**config.mk**
```make
export PLATFORM = sky130hd
export DESIGN_NAME = safe_domain
export DESIGN_NICKNAME = d
export VERILOG_FILES = /design/src/verilog/clk_rst_pkg.sv /design/src/verilog/pad_pkg.sv /design/src/verilog/safe_domain.sv /design/src/verilog/slow_clk_gen.sv /design/src/verilog/rst_gen.sv /design/src/verilog/pad_control.sv
export SDC_FILE = /design/constraint.sdc
export NUM_CORES = 1
export LEC_CHECK = 0
export CAP_MARGIN = 20
export CORE_ASPECT_RATIO = 1.75
export CORE_MARGIN = 4
export CORE_UTILIZATION = 30
export CTS_CLUSTER_DIAMETER = 120
export CTS_CLUSTER_SIZE = 10
export DETAILED_ROUTE_END_ITERATION = 10
export DONT_BUFFER_PORTS = 1
export PLACE_DENSITY = 0.55
export SLEW_MARGIN = 10
export SYNTH_ARGS = -nofsm -noshare
export SYNTH_HDL_FRONTEND = slang
export SYNTH_HIERARCHICAL = 1
export SYNTH_SLANG_ARGS = --single-unit
```
**constraint.sdc**
```tcl
create_clock -name ref_clk_i -period 3.37 [get_ports ref_clk_i]
set_clock_uncertainty 0.2 [all_clocks]
set_input_delay 0.337 -clock ref_clk_i [delete_from_list [all_inputs] [get_ports ref_clk_i]]
set_output_delay 0.337 -clock ref_clk_i [all_outputs]
set_load 0.03 [all_outputs]
```
**src/verilog/clk_rst_pkg.sv**
```systemverilog
`default_nettype none

package clk_rst_pkg;

  // ********************
  // reset generator
  // ********************

  // assert while ext reset high, hold after release, then done
  typedef enum logic [1:0] {
    RST_ASSERT = 2'd0,
    RST_HOLD   = 2'd1,
    RST_DONE   = 2'd2
  } rst_state_e;

  // ********************
  // clock dividers
  // ********************

  // width of divider counters and divider values
  localparam int unsigned DIV_W = 16;

endpackage

`default_nettype wire

```
**src/verilog/pad_pkg.sv**
```systemverilog
`default_nettype none

package pad_pkg;

  // ********************
  // pad source select
  // ********************

  // one value per functional source, plus pad off
  typedef enum logic [1:0] {
    MUX_PERIO  = 2'd0,
    MUX_GPIO   = 2'd1,
    MUX_FPGAIO = 2'd2,
    MUX_OFF    = 2'd3
  } pad_mux_e;

  // ********************
  // pad configuration
  // ********************

  // electrical settings seen by the pad cell
  typedef struct packed {
    logic [1:0] drv;    // drive strength
    logic       pu_en;  // pull-up
    logic       pd_en;  // pull-down
    logic       st_en;  // schmitt trigger
    logic       slew;   // slew control
  } pad_cfg_t;

  // everything off while the domain is in reset
  localparam pad_cfg_t PAD_CFG_SAFE = '0;

  // one pad output value and its enable
  typedef struct packed {
    logic out;
    logic oe;
  } pad_drive_t;

endpackage

`default_nettype wire
```
**src/verilog/safe_domain.sv**
```systemverilog
`default_nettype none
`timescale 1ns/10ps

module safe_domain
  import pad_pkg::*;
  import clk_rst_pkg::*;
#(
  parameter int unsigned      N_IO            = 8,
  parameter int unsigned      RST_HOLD_CYCLES = 4,
  parameter logic [DIV_W-1:0] SLOW_DIV        = DIV_W'(5),
  parameter logic [DIV_W-1:0] EFPGA_DIV       = DIV_W'(2)
) (
  input  logic                   ref_clk_i,
  input  logic                   rst_i,
  // domain reset, also for the rest of the SoC
  output logic                   rst_o,

  output logic                   slow_clk_o,
  output logic                   efpga_clk_o,

  // ********************
  // pad control
  // ********************
  input  pad_mux_e   [N_IO-1:0]  pad_mux_i,
  input  pad_cfg_t   [N_IO-1:0]  pad_cfg_i,
  output pad_cfg_t   [N_IO-1:0]  pad_cfg_o,

  input  pad_drive_t [N_IO-1:0]  perio_drive_i,
  input  pad_drive_t [N_IO-1:0]  gpio_drive_i,
  input  pad_drive_t [N_IO-1:0]  fpgaio_drive_i,

  output pad_drive_t [N_IO-1:0]  io_drive_o,
  input  logic       [N_IO-1:0]  io_in_i,

  output logic       [N_IO-1:0]  perio_in_o,
  output logic       [N_IO-1:0]  gpio_in_o,
  output logic       [N_IO-1:0]  fpgaio_in_o
);

  // stretched reset for the whole domain
  rst_gen #(
    .RST_HOLD_CYCLES (RST_HOLD_CYCLES)
  ) i_rst_gen (
    .ref_clk_i (ref_clk_i),
    .rst_i     (rst_i),
    .rst_o     (rst_o)
  );

  // pad routing, tri-stated during domain reset
  pad_control #(
    .N_IO (N_IO)
  ) i_pad_control (
    .rst_i          (rst_o),
    .pad_mux_i      (pad_mux_i),
    .pad_cfg_i      (pad_cfg_i),
    .pad_cfg_o      (pad_cfg_o),
    .perio_drive_i  (perio_drive_i),
    .gpio_drive_i   (gpio_drive_i),
    .fpgaio_drive_i (fpgaio_drive_i),
    .io_drive_o     (io_drive_o),
    .io_in_i        (io_in_i),
    .perio_in_o     (perio_in_o),
    .gpio_in_o      (gpio_in_o),
    .fpgaio_in_o    (fpgaio_in_o)
  );

  // slow and efpga clocks from ref clock
  slow_clk_gen #(
    .SLOW_DIV  (SLOW_DIV),
    .EFPGA_DIV (EFPGA_DIV)
  ) i_slow_clk_gen (
    .ref_clk_i   (ref_clk_i),
    .rst_i       (rst_o),
    .slow_clk_o  (slow_clk_o),
    .efpga_clk_o (efpga_clk_o)
  );

endmodule

`default_nettype wire

```
**src/verilog/slow_clk_gen.sv**
```systemverilog
`default_nettype none
`timescale 1ns/10ps

module slow_clk_gen
  import clk_rst_pkg::*;
#(
  parameter logic [DIV_W-1:0] SLOW_DIV  = DIV_W'(5),
  parameter logic [DIV_W-1:0] EFPGA_DIV = DIV_W'(2)
) (
  input  logic ref_clk_i,
  input  logic rst_i,
  output logic slow_clk_o,
  output logic efpga_clk_o
);

  // channel index per divider
  localparam int unsigned CH_SLOW  = 0;
  localparam int unsigned CH_EFPGA = 1;
  localparam int unsigned N_CH     = 2;

  // terminal count per channel
  localparam logic [N_CH-1:0][DIV_W-1:0] DIV_LAST = {
    EFPGA_DIV - DIV_W'(1),
    SLOW_DIV  - DIV_W'(1)
  };

  logic [N_CH-1:0][DIV_W-1:0] cnt_q;
  logic [N_CH-1:0]            clk_q;

  // ********************
  // toggle dividers
  // ********************
  always_ff @(posedge ref_clk_i) begin
    if (rst_i) begin
      cnt_q <= '0;
      clk_q <= '0;
    end else begin
      for (int unsigned k = 0; k < N_CH; k++) begin
        // toggle on terminal count, then wrap
        if (cnt_q[k] == DIV_LAST[k]) begin
          cnt_q[k] <= '0;
          clk_q[k] <= ~clk_q[k];
        end else begin
          cnt_q[k] <= cnt_q[k] + 1'b1;
        end
      end
    end
  end

  // straight from flops, no glitches
  assign slow_clk_o  = clk_q[CH_SLOW];
  assign efpga_clk_o = clk_q[CH_EFPGA];

endmodule

`default_nettype wire

```
**src/verilog/rst_gen.sv**
```systemverilog
`default_nettype none
`timescale 1ns/10ps

module rst_gen
  import clk_rst_pkg::*;
#(
  parameter int unsigned RST_HOLD_CYCLES = 4
) (
  input  logic ref_clk_i,
  input  logic rst_i,
  output logic rst_o
);

  // hold counter sized for the last hold count
  localparam int unsigned CNT_W = (RST_HOLD_CYCLES > 1) ? $clog2(RST_HOLD_CYCLES) : 1;
  localparam logic [CNT_W-1:0] HOLD_LAST = CNT_W'(RST_HOLD_CYCLES - 1);

  rst_state_e       state_q;
  rst_state_e       state_d;
  logic [CNT_W-1:0] cnt_q;
  logic [CNT_W-1:0] cnt_d;

  // ********************
  // next state
  // ********************
  always_comb begin
    state_d = state_q;
    cnt_d   = cnt_q;
    case (state_q)
      // first edge with ext reset low
      RST_ASSERT: begin
        state_d = RST_HOLD;
        cnt_d   = '0;
      end
      // count hold edges
      RST_HOLD: begin
        if (cnt_q == HOLD_LAST) begin
          state_d = RST_DONE;
        end else begin
          cnt_d = cnt_q + 1'b1;
        end
      end
      RST_DONE: state_d = RST_DONE;
      default:  state_d = RST_ASSERT;
    endcase
  end

  // ********************
  // registers
  // ********************
  always_ff @(posedge ref_clk_i) begin
    if (rst_i) begin
      state_q <= RST_ASSERT;
      cnt_q   <= '0;
      rst_o   <= 1'b1;
    end else begin
      state_q <= state_d;
      cnt_q   <= cnt_d;
      // released together with the move to done
      rst_o   <= (state_d != RST_DONE);
    end
  end

endmodule

`default_nettype wire

```
**src/verilog/pad_control.sv**
```systemverilog
`default_nettype none
`timescale 1ns/10ps

module pad_control
  import pad_pkg::*;
#(
  parameter int unsigned N_IO = 8
) (
  input  logic                   rst_i,

  // ********************
  // mux and config
  // ********************
  input  pad_mux_e   [N_IO-1:0]  pad_mux_i,
  input  pad_cfg_t   [N_IO-1:0]  pad_cfg_i,
  output pad_cfg_t   [N_IO-1:0]  pad_cfg_o,

  // ********************
  // functional sources
  // ********************
  input  pad_drive_t [N_IO-1:0]  perio_drive_i,
  input  pad_drive_t [N_IO-1:0]  gpio_drive_i,
  input  pad_drive_t [N_IO-1:0]  fpgaio_drive_i,

  // ********************
  // pad side
  // ********************
  output pad_drive_t [N_IO-1:0]  io_drive_o,
  input  logic       [N_IO-1:0]  io_in_i,

  // returned pad inputs, per function
  output logic       [N_IO-1:0]  perio_in_o,
  output logic       [N_IO-1:0]  gpio_in_o,
  output logic       [N_IO-1:0]  fpgaio_in_o
);

  // one slice of routing per pad
  for (genvar i = 0; i < N_IO; i++) begin : g_pad
    pad_drive_t drive_sel;
    logic       sel_perio;
    logic       sel_gpio;
    logic       sel_fpgaio;

    // pick drive pair and the one function that owns the pad
    always_comb begin
      drive_sel  = '0;
      sel_perio  = 1'b0;
      sel_gpio   = 1'b0;
      sel_fpgaio = 1'b0;
      unique case (pad_mux_i[i])
        MUX_PERIO: begin
          drive_sel = perio_drive_i[i];
          sel_perio = 1'b1;
        end
        MUX_GPIO: begin
          drive_sel = gpio_drive_i[i];
          sel_gpio  = 1'b1;
        end
        MUX_FPGAIO: begin
          drive_sel  = fpgaio_drive_i[i];
          sel_fpgaio = 1'b1;
        end
        MUX_OFF: begin
          // pad parked, out 0 and oe 0
          drive_sel = '0;
        end
        default: begin
          drive_sel = '0;
        end
      endcase
    end

    // reset override: tri-state and safe config
    assign io_drive_o[i] = rst_i ? pad_drive_t'('0) : drive_sel;
    assign pad_cfg_o[i]  = rst_i ? PAD_CFG_SAFE : pad_cfg_i[i];

    // inputs stay routed in reset
    // non-selected functions see 0
    assign perio_in_o[i]  = sel_perio  & io_in_i[i];
    assign gpio_in_o[i]   = sel_gpio   & io_in_i[i];
    assign fpgaio_in_o[i] = sel_fpgaio & io_in_i[i];
  end

endmodule

`default_nettype wire

```
==> flow_summary.yaml, run 1 <==
outcome:
  status: "complete, no violations"
logic_synthesis:
  yosysMostFrequentCell: "nor2b_1"
  netlist_instances: 342
  synth_top_area_frac: 0.290
  synth_common_cells: "nor2b_1, nor2_1, dfxtp_1"
  async_flop_share: 0
  synthTopCellsByArea: "dfxtp_1, nor2b_1, a211oi_1, xnor2_1, nor2_1"
  synth_seq_cells: 39
  yosysTopAreaCell: "dfxtp_1"
  synthesis.nets: 469
  avgSynthCellArea_um2: 7.88
  synth_warnings: 6
  synthFlopType: "dfxtp_1"
  syn-cell-area_um2: 2690
  yosysUniqueCellTypes: 35
  synth-edff-count: 0
  synth_seq_area_share: 0.290
worst_setup_path:
  worst_path_most_repeated_cell: "buf_4"
  max_stage_delay_ns: 0.80
  worstReg2RegEnd: "i_slow_clk_gen/cnt_q[3]"
  cp.required_ns: 2.83
  endpoint_kind: "primary output"
  cp_max_fo: 43
  reg2reg_depth: 6
  r2r_setup_slack_ns: 1.30
  crit_type: "flop to primary output"
  r2r-start: "i_slow_clk_gen/cnt_q[0]"
  worstSetupStartpointType: "flop"
  path_cells: "buf_4 -> a211oi_1 -> buf_4"
  cp_slowest_cell: "dfxtp_2"
  cp.arrival_ns: 1.85
clocking:
  cts_buffers: 5
  worstSkewPairLatency_ns: 0.29
  cts_tree: "yes"
  h-tree-depth: 2
  path_clk_slew_ns: 0.06
  clkSinkCount: 39
  root_buffer: "clkbuf_16"
  cts_setup_buffers: 0
  clock_path_buffers: 2
timing:
  hold_viol: 0
  worst_pin_slew_ns: 1.10
  rsz0062_at_grt: "false"
  setup-tns-final_ns: 0
  fin_crit_ns: 2.39
  slew_violations: 0
  final-setup-viol-count: 0
  slew_headroom: 0.265
  max_freq_mhz: 418
  fin_crit_sh: 0.710
place:
  io_buffers: 0
  placed_area_um2: 2840
  dp_hpwl_um: 7590
  place_congestion: 0.805
drt:
  wl_per_cell_um: 19.3
  wl_um: 9010
  vias_per_cell: 5.18
  drtIter0Drc: 55
  drt_first_pass_iters: 4
  vias: 2423
  drc: 0
  ant_nets: 0
power_and_ir_drop:
  ir_worst_vdd_mv: 0.257
  power_density_nw_per_um2: 361
  leakagePower_uw: 0.000921
finish:
  drive_above_1_share: 0.0690
  multi_input_area_um2: 1810
  regArea_um2: 782
  n_fill_cell: 941
  area_growth_pct: 12.3
  fin_area_um2: 3030
  fin_nets: 474
grt:
  grt_pass1_wl_um: 12700
  grt_usage: 0.158
  antenna_found_initial: 3
  grt_pass1_vias: 2303
  grt_max_degree: 44
  grt_overflow_total: 0
floorplan:
  rows: 45
  start_util: 0.309
  die_w_um: 79.6
  dieArea_um2: 10600
  core_um2: 8730
  io_pins: 213
  die_h_um: 133
hold_path:
  hold_path.class: "primary input to flop"
  holdPathEnd: "i_rst_gen/cnt_q[1]"
  worstHoldPathCells: 2
  worst_hold_startpoint: "rst_i"
run:
  maxCapViolations: 0
==> through the flow <==
step                power [uW]  cells  hold slack, ns   util  setup WS [ns]
global placement           559    456           0.208  0.325           1.31
global route              1130    465          0.0536  0.346          0.852
CTS                       1110    465          0.0280  0.346          0.941
floorplan                  551    342           0.206      -           1.30
finish                    1090    468          0.0364  0.347          0.979
detailed placement         561    456           0.208  0.325           1.26
==> cell families after synthesis <==
logic type,share of synthesized area
xor+xnor,0.0910
buf+inv,0.0372
simple gates,0.450
mux,0.00372
fa+ha+maj,0.0232
flops,0.290
compound gates,0.105
==> registers in the layout, indices dropped and copies added (netlist names) <==
register and count:
i_rst_gen/cnt_q 2, i_rst_gen/rst_o 1, i_rst_gen/state_q 2, i_slow_clk_gen/clk_q 2, i_slow_clk_gen/cnt_q 32
==> critical path, delay by kind of cell (launching register included) <==
kind,cells,cell delay [ns]
buffers and inverters,2,0.66
DFF,1,0.80
AOI/OAI and AO/OA,1,0.08
==> layout by cell type, fill, tap and decap left out, types with 2 or more instances in the layout <==
| cell | netlist | final |
|---|---|---|
| nor2b_1 | 65 | 65 |
| nor2_1 | 41 | 41 |
| dfxtp_1 | 39 | 38 |
| a211oi_1 | 32 | 32 |
| nand2b_1 | 22 | 22 |
| xnor2_1 | 20 | 20 |
| nand2_1 | 12 | 12 |
| inv_1 | 12 | 12 |
| nor4_1 | 12 | 12 |
| nor3b_1 | 10 | 10 |
| nand3_1 | 9 | 9 |
| and3b_1 | 8 | 8 |
| xor2_1 | 8 | 8 |
| buf_4 | 0 | 7 |
| nand4_1 | 7 | 7 |
| nor3_1 | 7 | 7 |
| clkbuf_16 | 0 | 5 |
| ha_1 | 5 | 5 |
| and3b_2 | 4 | 4 |
| diode_2 | 0 | 3 |
| a21oi_1 | 3 | 3 |
| or2_2 | 2 | 2 |
| or3_1 | 2 | 2 |
==> how the worst max path moves through the flow <==
stage          cells past startpoint              to  slack (ns)       startpoint
2_1_floorplan                      3  io_drive_o[11]        1.30  i_rst_gen/rst_o
3_3_place_gp                       3   io_drive_o[6]        1.31  i_rst_gen/rst_o
3_5_place_dp                       3   io_drive_o[6]        1.26  i_rst_gen/rst_o
4_1_cts                            3   io_drive_o[6]        0.94  i_rst_gen/rst_o
5_1_grt                            3   io_drive_o[6]        0.85  i_rst_gen/rst_o
6_report                           3   io_drive_o[6]        0.98  i_rst_gen/rst_o
==> cell type report <==
| cell class | count | area share |
|---|---|---|
| multi-input cells | 281 | 0.599 |
| flip-flops and latches | 39 | 0.258 |
| well taps | 117 | 0.0484 |
| clock buffers | 5 | 0.0414 |
| repair buffers | 8 | 0.0207 |
| inverters | 12 | 0.0149 |
| clock inverters | 3 | 0.0145 |
| diodes | 3 | 0.00248 |
==> metal layers <==
layer / share of wire / vias to the layer above / track usage / routed length (um)
li1: - / 1195 / - / -
met1: 0.40 / 1078 / 0.178 / 3560
met2: 0.46 / 139 / 0.258 / 4130
met3: 0.13 / 9 / 0.0751 / 1170
met4: 0.016 / 2 / 0.0526 / 143
met5: 0.0014 / - / 0 / 13
==> repair_timing <==
action / in CTS / in global routing
resized for setup: 0 / 0
endpoints found under the hold margin: 4 / 0
hold buffers: 1 / 0
==> power breakdown <==
part	switching, uW	total [uW]	internal [uW]	leakage [uW]
combinational	48.0	85.5	37.5	0.000523
sequential	2.25	465	463	0.000314
clock	191	540	349	0.0000838
total	241	1090	850	0.000921
No activity file was read; power rests on OpenSTA's default activity.
==> run 2, diff against run 1 <==
- PLACE_DENSITY: 0.55 -> 0.56
- clock period: 3.37 -> 2.16 ns (I/O delays scaled with it)
==> run 2 against run 1 <==
Against the previous run: sequential power rose by 56%; register-to-register slack got worse by 0.93 ns; die area stayed put; wire length rose by 10%; sequential share of layout area shrank 3.4 points; clock power increased by 35%; critical endpoint is now pad_cfg_o[20]; power increased by 47%; largest cell class unchanged; critical path type unchanged; setup slack worse by 0.68 ns; non-clock buffer count is 63 higher.
==> flow_summary.yaml, run 2 (synthesis results as in run 1) <==
timing:
  fin_crit_sh: 0.863
  hold_viol: 0
  slew_headroom: 0.557
  rsz0062_at_grt: "false"
  max_freq_mhz: 536
  hold_slack_ns: 0.277
  fin_crit_ns: 1.87
  slew_violations: 0
  final-setup-viol-count: 0
  worst_pin_slew_ns: 0.663
  setup-tns-final_ns: 0
clocking:
  cts_setup_buffers: 0
  clkSinkCount: 39
  h-tree-depth: 2
  path_clk_slew_ns: 0.06
  cts_buffers: 5
  cts_tree: "yes"
  worstSkewPairLatency_ns: 0.28
  cts_resized: 0
  clock_path_buffers: 2
  cts_hold_buffers: 1
  root_buffer: "clkbuf_16"
finish:
  final_common_cell: "buf_4"
  regMostFlops: "i_slow_clk_gen/cnt_q"
  largest_reg_flops: 32
  n_fill_cell: 923
  fin_nets: 537
  fin_area_um2: 3480
  area_growth_pct: 29.2
  drive_above_1_share: 0.210
  final_cell_mix: "buf_4, nor2b_1, nor2_1, dfxtp_1, a211oi_1"
grt:
  grt_overflow_total: 0
  grt_pass1_wl_um: 14300
  antenna_found_initial: 6
  grt_max_degree: 45
  grt_usage: 0.178
  grt_pass1_vias: 2556
hold_path:
  worstHoldPathCells: 1
  hold_path.class: "flop to flop"
drt:
  wl_per_cell_um: 18.9
  ant_nets: 0
  drtIter0Drc: 49
  drc: 0
  vias: 2640
  wl_um: 9960
  drt_first_pass_iters: 4
  vias_per_cell: 5.00
worst_setup_path:
  cp.required_ns: 1.74
  endpoint_kind: "primary output"
  cp_max_fo: 44
  reg2reg_depth: 4
  cp_slowest_cell: "nor2b_1"
  worstSetupStartpointType: "flop"
  max_stage_delay_ns: 0.50
  crit_type: "flop to primary output"
  path_cells: "buf_12 -> nor2b_1"
  cp.arrival_ns: 1.45
floorplan:
  core_um2: 8730
  die_h_um: 133
  dieArea_um2: 10600
  die_w_um: 79.6
  rows: 45
  start_util: 0.309
  io_pins: 213
run:
  maxCapViolations: 0
power_and_ir_drop:
  power_density_nw_per_um2: 460
  leakagePower_uw: 0.00126
  ir_worst_vdd_mv: 0.641
place:
  placed_area_um2: 3320
  dp_hpwl_um: 8460
  io_buffers: 0
  place_congestion: 0.883
outcome:
  status: "complete, no violations"
==> run 2: cell count changes in the layout (fill, tap and decap cells not counted), sizes merged <==
cell    delta
diode      -2
bufinv     -1
buf       +63
clkbuf     +1
clkinv     -1
==> run 2: critical path: cells and delay by family (launching register included) <==
family / cells / cell delay (ns)
flip-flops: 1 / 0.43
buffers and inverters: 1 / 0.22
AND/OR/NAND/NOR: 1 / 0.50
==> run 2: area by class of cell <==
class                      count  area (um^2)  share of cell area
clock buffer                   6          139              0.0399
timing repair buffer          71          548               0.157
sequential                    39          782               0.225
multi-input combinational    281         1810               0.521
clock inverter                 1         5.00             0.00144
tap                          117          146              0.0421
antenna                        1         2.50            0.000719
inverter                      12         45.0              0.0129
==> run 2: per-layer routing <==
metal,track usage,vias to the layer above,routed length (um)
met2,0.281,152,4440
met1,0.171,1144,3320
met3,0.154,16,1990
met4,0.0516,10,136
li1,-,1318,-
met5,0,-,61
==> run 2: path summary, 6_finish.rpt <==
check                      startpoint                  endpoint  slack, ns
min           i_slow_clk_gen/cnt_q[0]   i_slow_clk_gen/cnt_q[0]       0.28
max reg2reg  i_slow_clk_gen/cnt_q[18]  i_slow_clk_gen/cnt_q[31]       0.37
max                   i_rst_gen/rst_o             pad_cfg_o[20]       0.29
min reg2reg   i_slow_clk_gen/cnt_q[0]   i_slow_clk_gen/cnt_q[0]       0.28
==> run 2: report_power, final <==
| group | switching [uW] | total, uW | internal [uW] | leakage (uW) |
|---|---|---|---|---|
| combinational | 78.5 | 147 | 68.1 | 0.000869 |
| clock | 279 | 729 | 450 | 0.0000727 |
| sequential | 3.17 | 726 | 723 | 0.000314 |
==> run 2: through the flow <==
step	utilization	cells	setup WS [ns]	total power [uW]
after global placement	0.381	519	0.419	885
after floorplan	-	342	0.214	860
after detailed placement	0.381	519	0.395	886
after global routing	0.399	528	0.222	1660
final	0.399	528	0.295	1600
after CTS	0.399	527	0.276	1620
==> run 3, diff against run 2 <==
- PLACE_DENSITY: 0.56 -> 0.42
==> run 3 against run 2 <==
Against the previous run: setup slack better by 0.087 ns; power shrank 2.0%; sequential cell count did not move; critical path type is now flop to flop; wire length decreased by 5.8%.
==> flow_summary.yaml, run 3 (synthesis results as in run 1) <==
outcome:
  status: "complete, no violations"
finish:
  n_fill_cell: 913
  largest_reg_flops: 32
  fin_nets: 527
  fin_area_um2: 3400
  regArea_um2: 782
  area_growth_pct: 26.1
  drive_above_1_share: 0.187
  multi_input_area_um2: 1810
  final_common_cell: "nor2b_1"
  final_cell_mix: "nor2b_1, buf_4, nor2_1, dfxtp_1, a211oi_1"
  diodes: 0
  regMostFlops: "i_slow_clk_gen/cnt_q"
  final_util: 0.389
place:
  place_congestion: 0.793
  placed_area_um2: 3250
  io_buffers: 0
  dp_hpwl_um: 7860
drt:
  wl_per_cell_um: 18.1
  drtIter0Drc: 57
  drc: 0
  ant_nets: 0
  vias_per_cell: 5.03
  wl_um: 9380
  drt_first_pass_iters: 4
  vias: 2604
timing:
  rsz0062_at_grt: "false"
  worst_pin_slew_ns: 0.603
  final-setup-viol-count: 0
  slew_violations: 0
  fin_crit_ns: 1.78
  setup-tns-final_ns: 0
  fin_crit_sh: 0.823
  hold_viol: 0
  slew_headroom: 0.597
  max_freq_mhz: 562
grt:
  antenna_found_initial: 4
  grt_overflow_total: 0
  met3_usage: 0.0873
  grt_max_degree: 72
  grt_util_met2: 0.304
  grt_pass1_vias: 2459
  grt_pass1_wl_um: 13500
  grtUsageMet1: 0.157
  gr-max-usage-layer: "met2"
  grt_usage: 0.165
power_and_ir_drop:
  pwr-share-seq: 0.462
  power_density_nw_per_um2: 462
  internal_power_uw: 1220
  switching_share: 0.225
  clkPwrFrac: 0.446
  ir_worst_vdd_mv: 0.509
  power_frac_comb: 0.092
  leakagePower_uw: 0.00120
  p_switching_uw: 352
clocking:
  h-tree-depth: 2
  path_clk_slew_ns: 0.06
  root_buffer: "clkbuf_16"
  clock_path_buffers: 2
  cts_tree: "yes"
  clkSinkCount: 39
  cts_buffers: 5
  worstSkewPairLatency_ns: 0.28
floorplan:
  die_w_um: 79.6
  dieArea_um2: 10600
  rows: 45
  start_util: 0.309
  io_pins: 213
  die_h_um: 133
  core_um2: 8730
worst_setup_path:
  path_cells: "inv_1 -> ha_1 -> nor4b_1 -> nand4_1 -> nand2b_1 -> buf_4 -> nor2_1"
  endpoint_kind: "flop"
  cp.required_ns: 2.13
  worstSetupStartpointType: "flop"
  cp_slowest_cell: "dfxtp_1"
  max_stage_delay_ns: 0.34
  cpLargestDelayFamily: "simple AND/OR/NAND/NOR gates"
  crit_type: "flop to flop"
  reg2reg_depth: 7
  cp_max_fo: 9
  path_buf_inv: 2
  cp.arrival_ns: 1.75
  cp.depth: 7
run:
  maxCapViolations: 0
hold_path:
  worstHoldPathCells: 1
  hold_path.class: "flop to flop"
## run 3: cell count changes in the layout (fill, tap and decap cells not counted), sizes merged
cell	previous run	this run
clkbuf	6	7
buf	70	60
diode	1	0
## run 3: layout make-up
cell class,count,share of cell area
Clock buffer,7,0.0390
Tap cell,117,0.0431
Multi-Input combinational cell,281,0.534
Timing Repair Buffer,61,0.139
Inverter,12,0.0133
Sequential cell,39,0.230
Clock inverter,1,0.00147
## run 3: metrics by stage
step	instances	worst slack (ns)	total power [uW]	hold WS (ns)
2_1_floorplan	342	0.214	860	0.0851
3_3_place_gp	509	0.308	883	0.0880
3_5_place_dp	509	0.318	884	0.0890
4_1_cts	518	0.307	1600	0.288
5_1_grt	518	0.177	1630	0.305
6_report	518	0.382	1570	0.279
## run 3: repair_timing
action | 4_1_cts | 5_1_grt
hold buffers | 1 | 0
endpoints found under the hold margin | 5 | 0
buffers inserted | 0 | 0
gates resized for setup | 0 | 0
## run 3: routing by layer
layer | share of wire | wire [um]
met1 | 0.34 | 3230
met2 | 0.51 | 4760
met3 | 0.13 | 1240
met4 | 0.0094 | 88
met5 | 0.0059 | 55
## run 3: path summary, 6_finish.rpt
check | from | to | slack [ns]
setup reg to reg | i_slow_clk_gen/cnt_q[0] | i_slow_clk_gen/cnt_q[5] | 0.38
setup / recovery | i_slow_clk_gen/cnt_q[0] | i_slow_clk_gen/cnt_q[5] | 0.38
hold reg to reg | i_slow_clk_gen/cnt_q[0] | i_slow_clk_gen/cnt_q[0] | 0.28
hold / removal | i_slow_clk_gen/cnt_q[0] | i_slow_clk_gen/cnt_q[0] | 0.28
## run 3: power by group through the flow
stage	logic, uW	registers, uW	clock network, uW
floorplan	119	741	0
global placement	142	741	0
detailed placement	143	741	0
CTS	146	725	729
global route	154	725	746
finish	144	726	699
## run 3: worst register-to-register path: stages (launching register included)
cell and delay [ns]:
dfxtp_1 0.34, inv_1 0.07, ha_1 0.14, nor4b_1 0.29, nand4_1 0.25, nand2b_1 0.16
buf_4 0.17, nor2_1 0.06
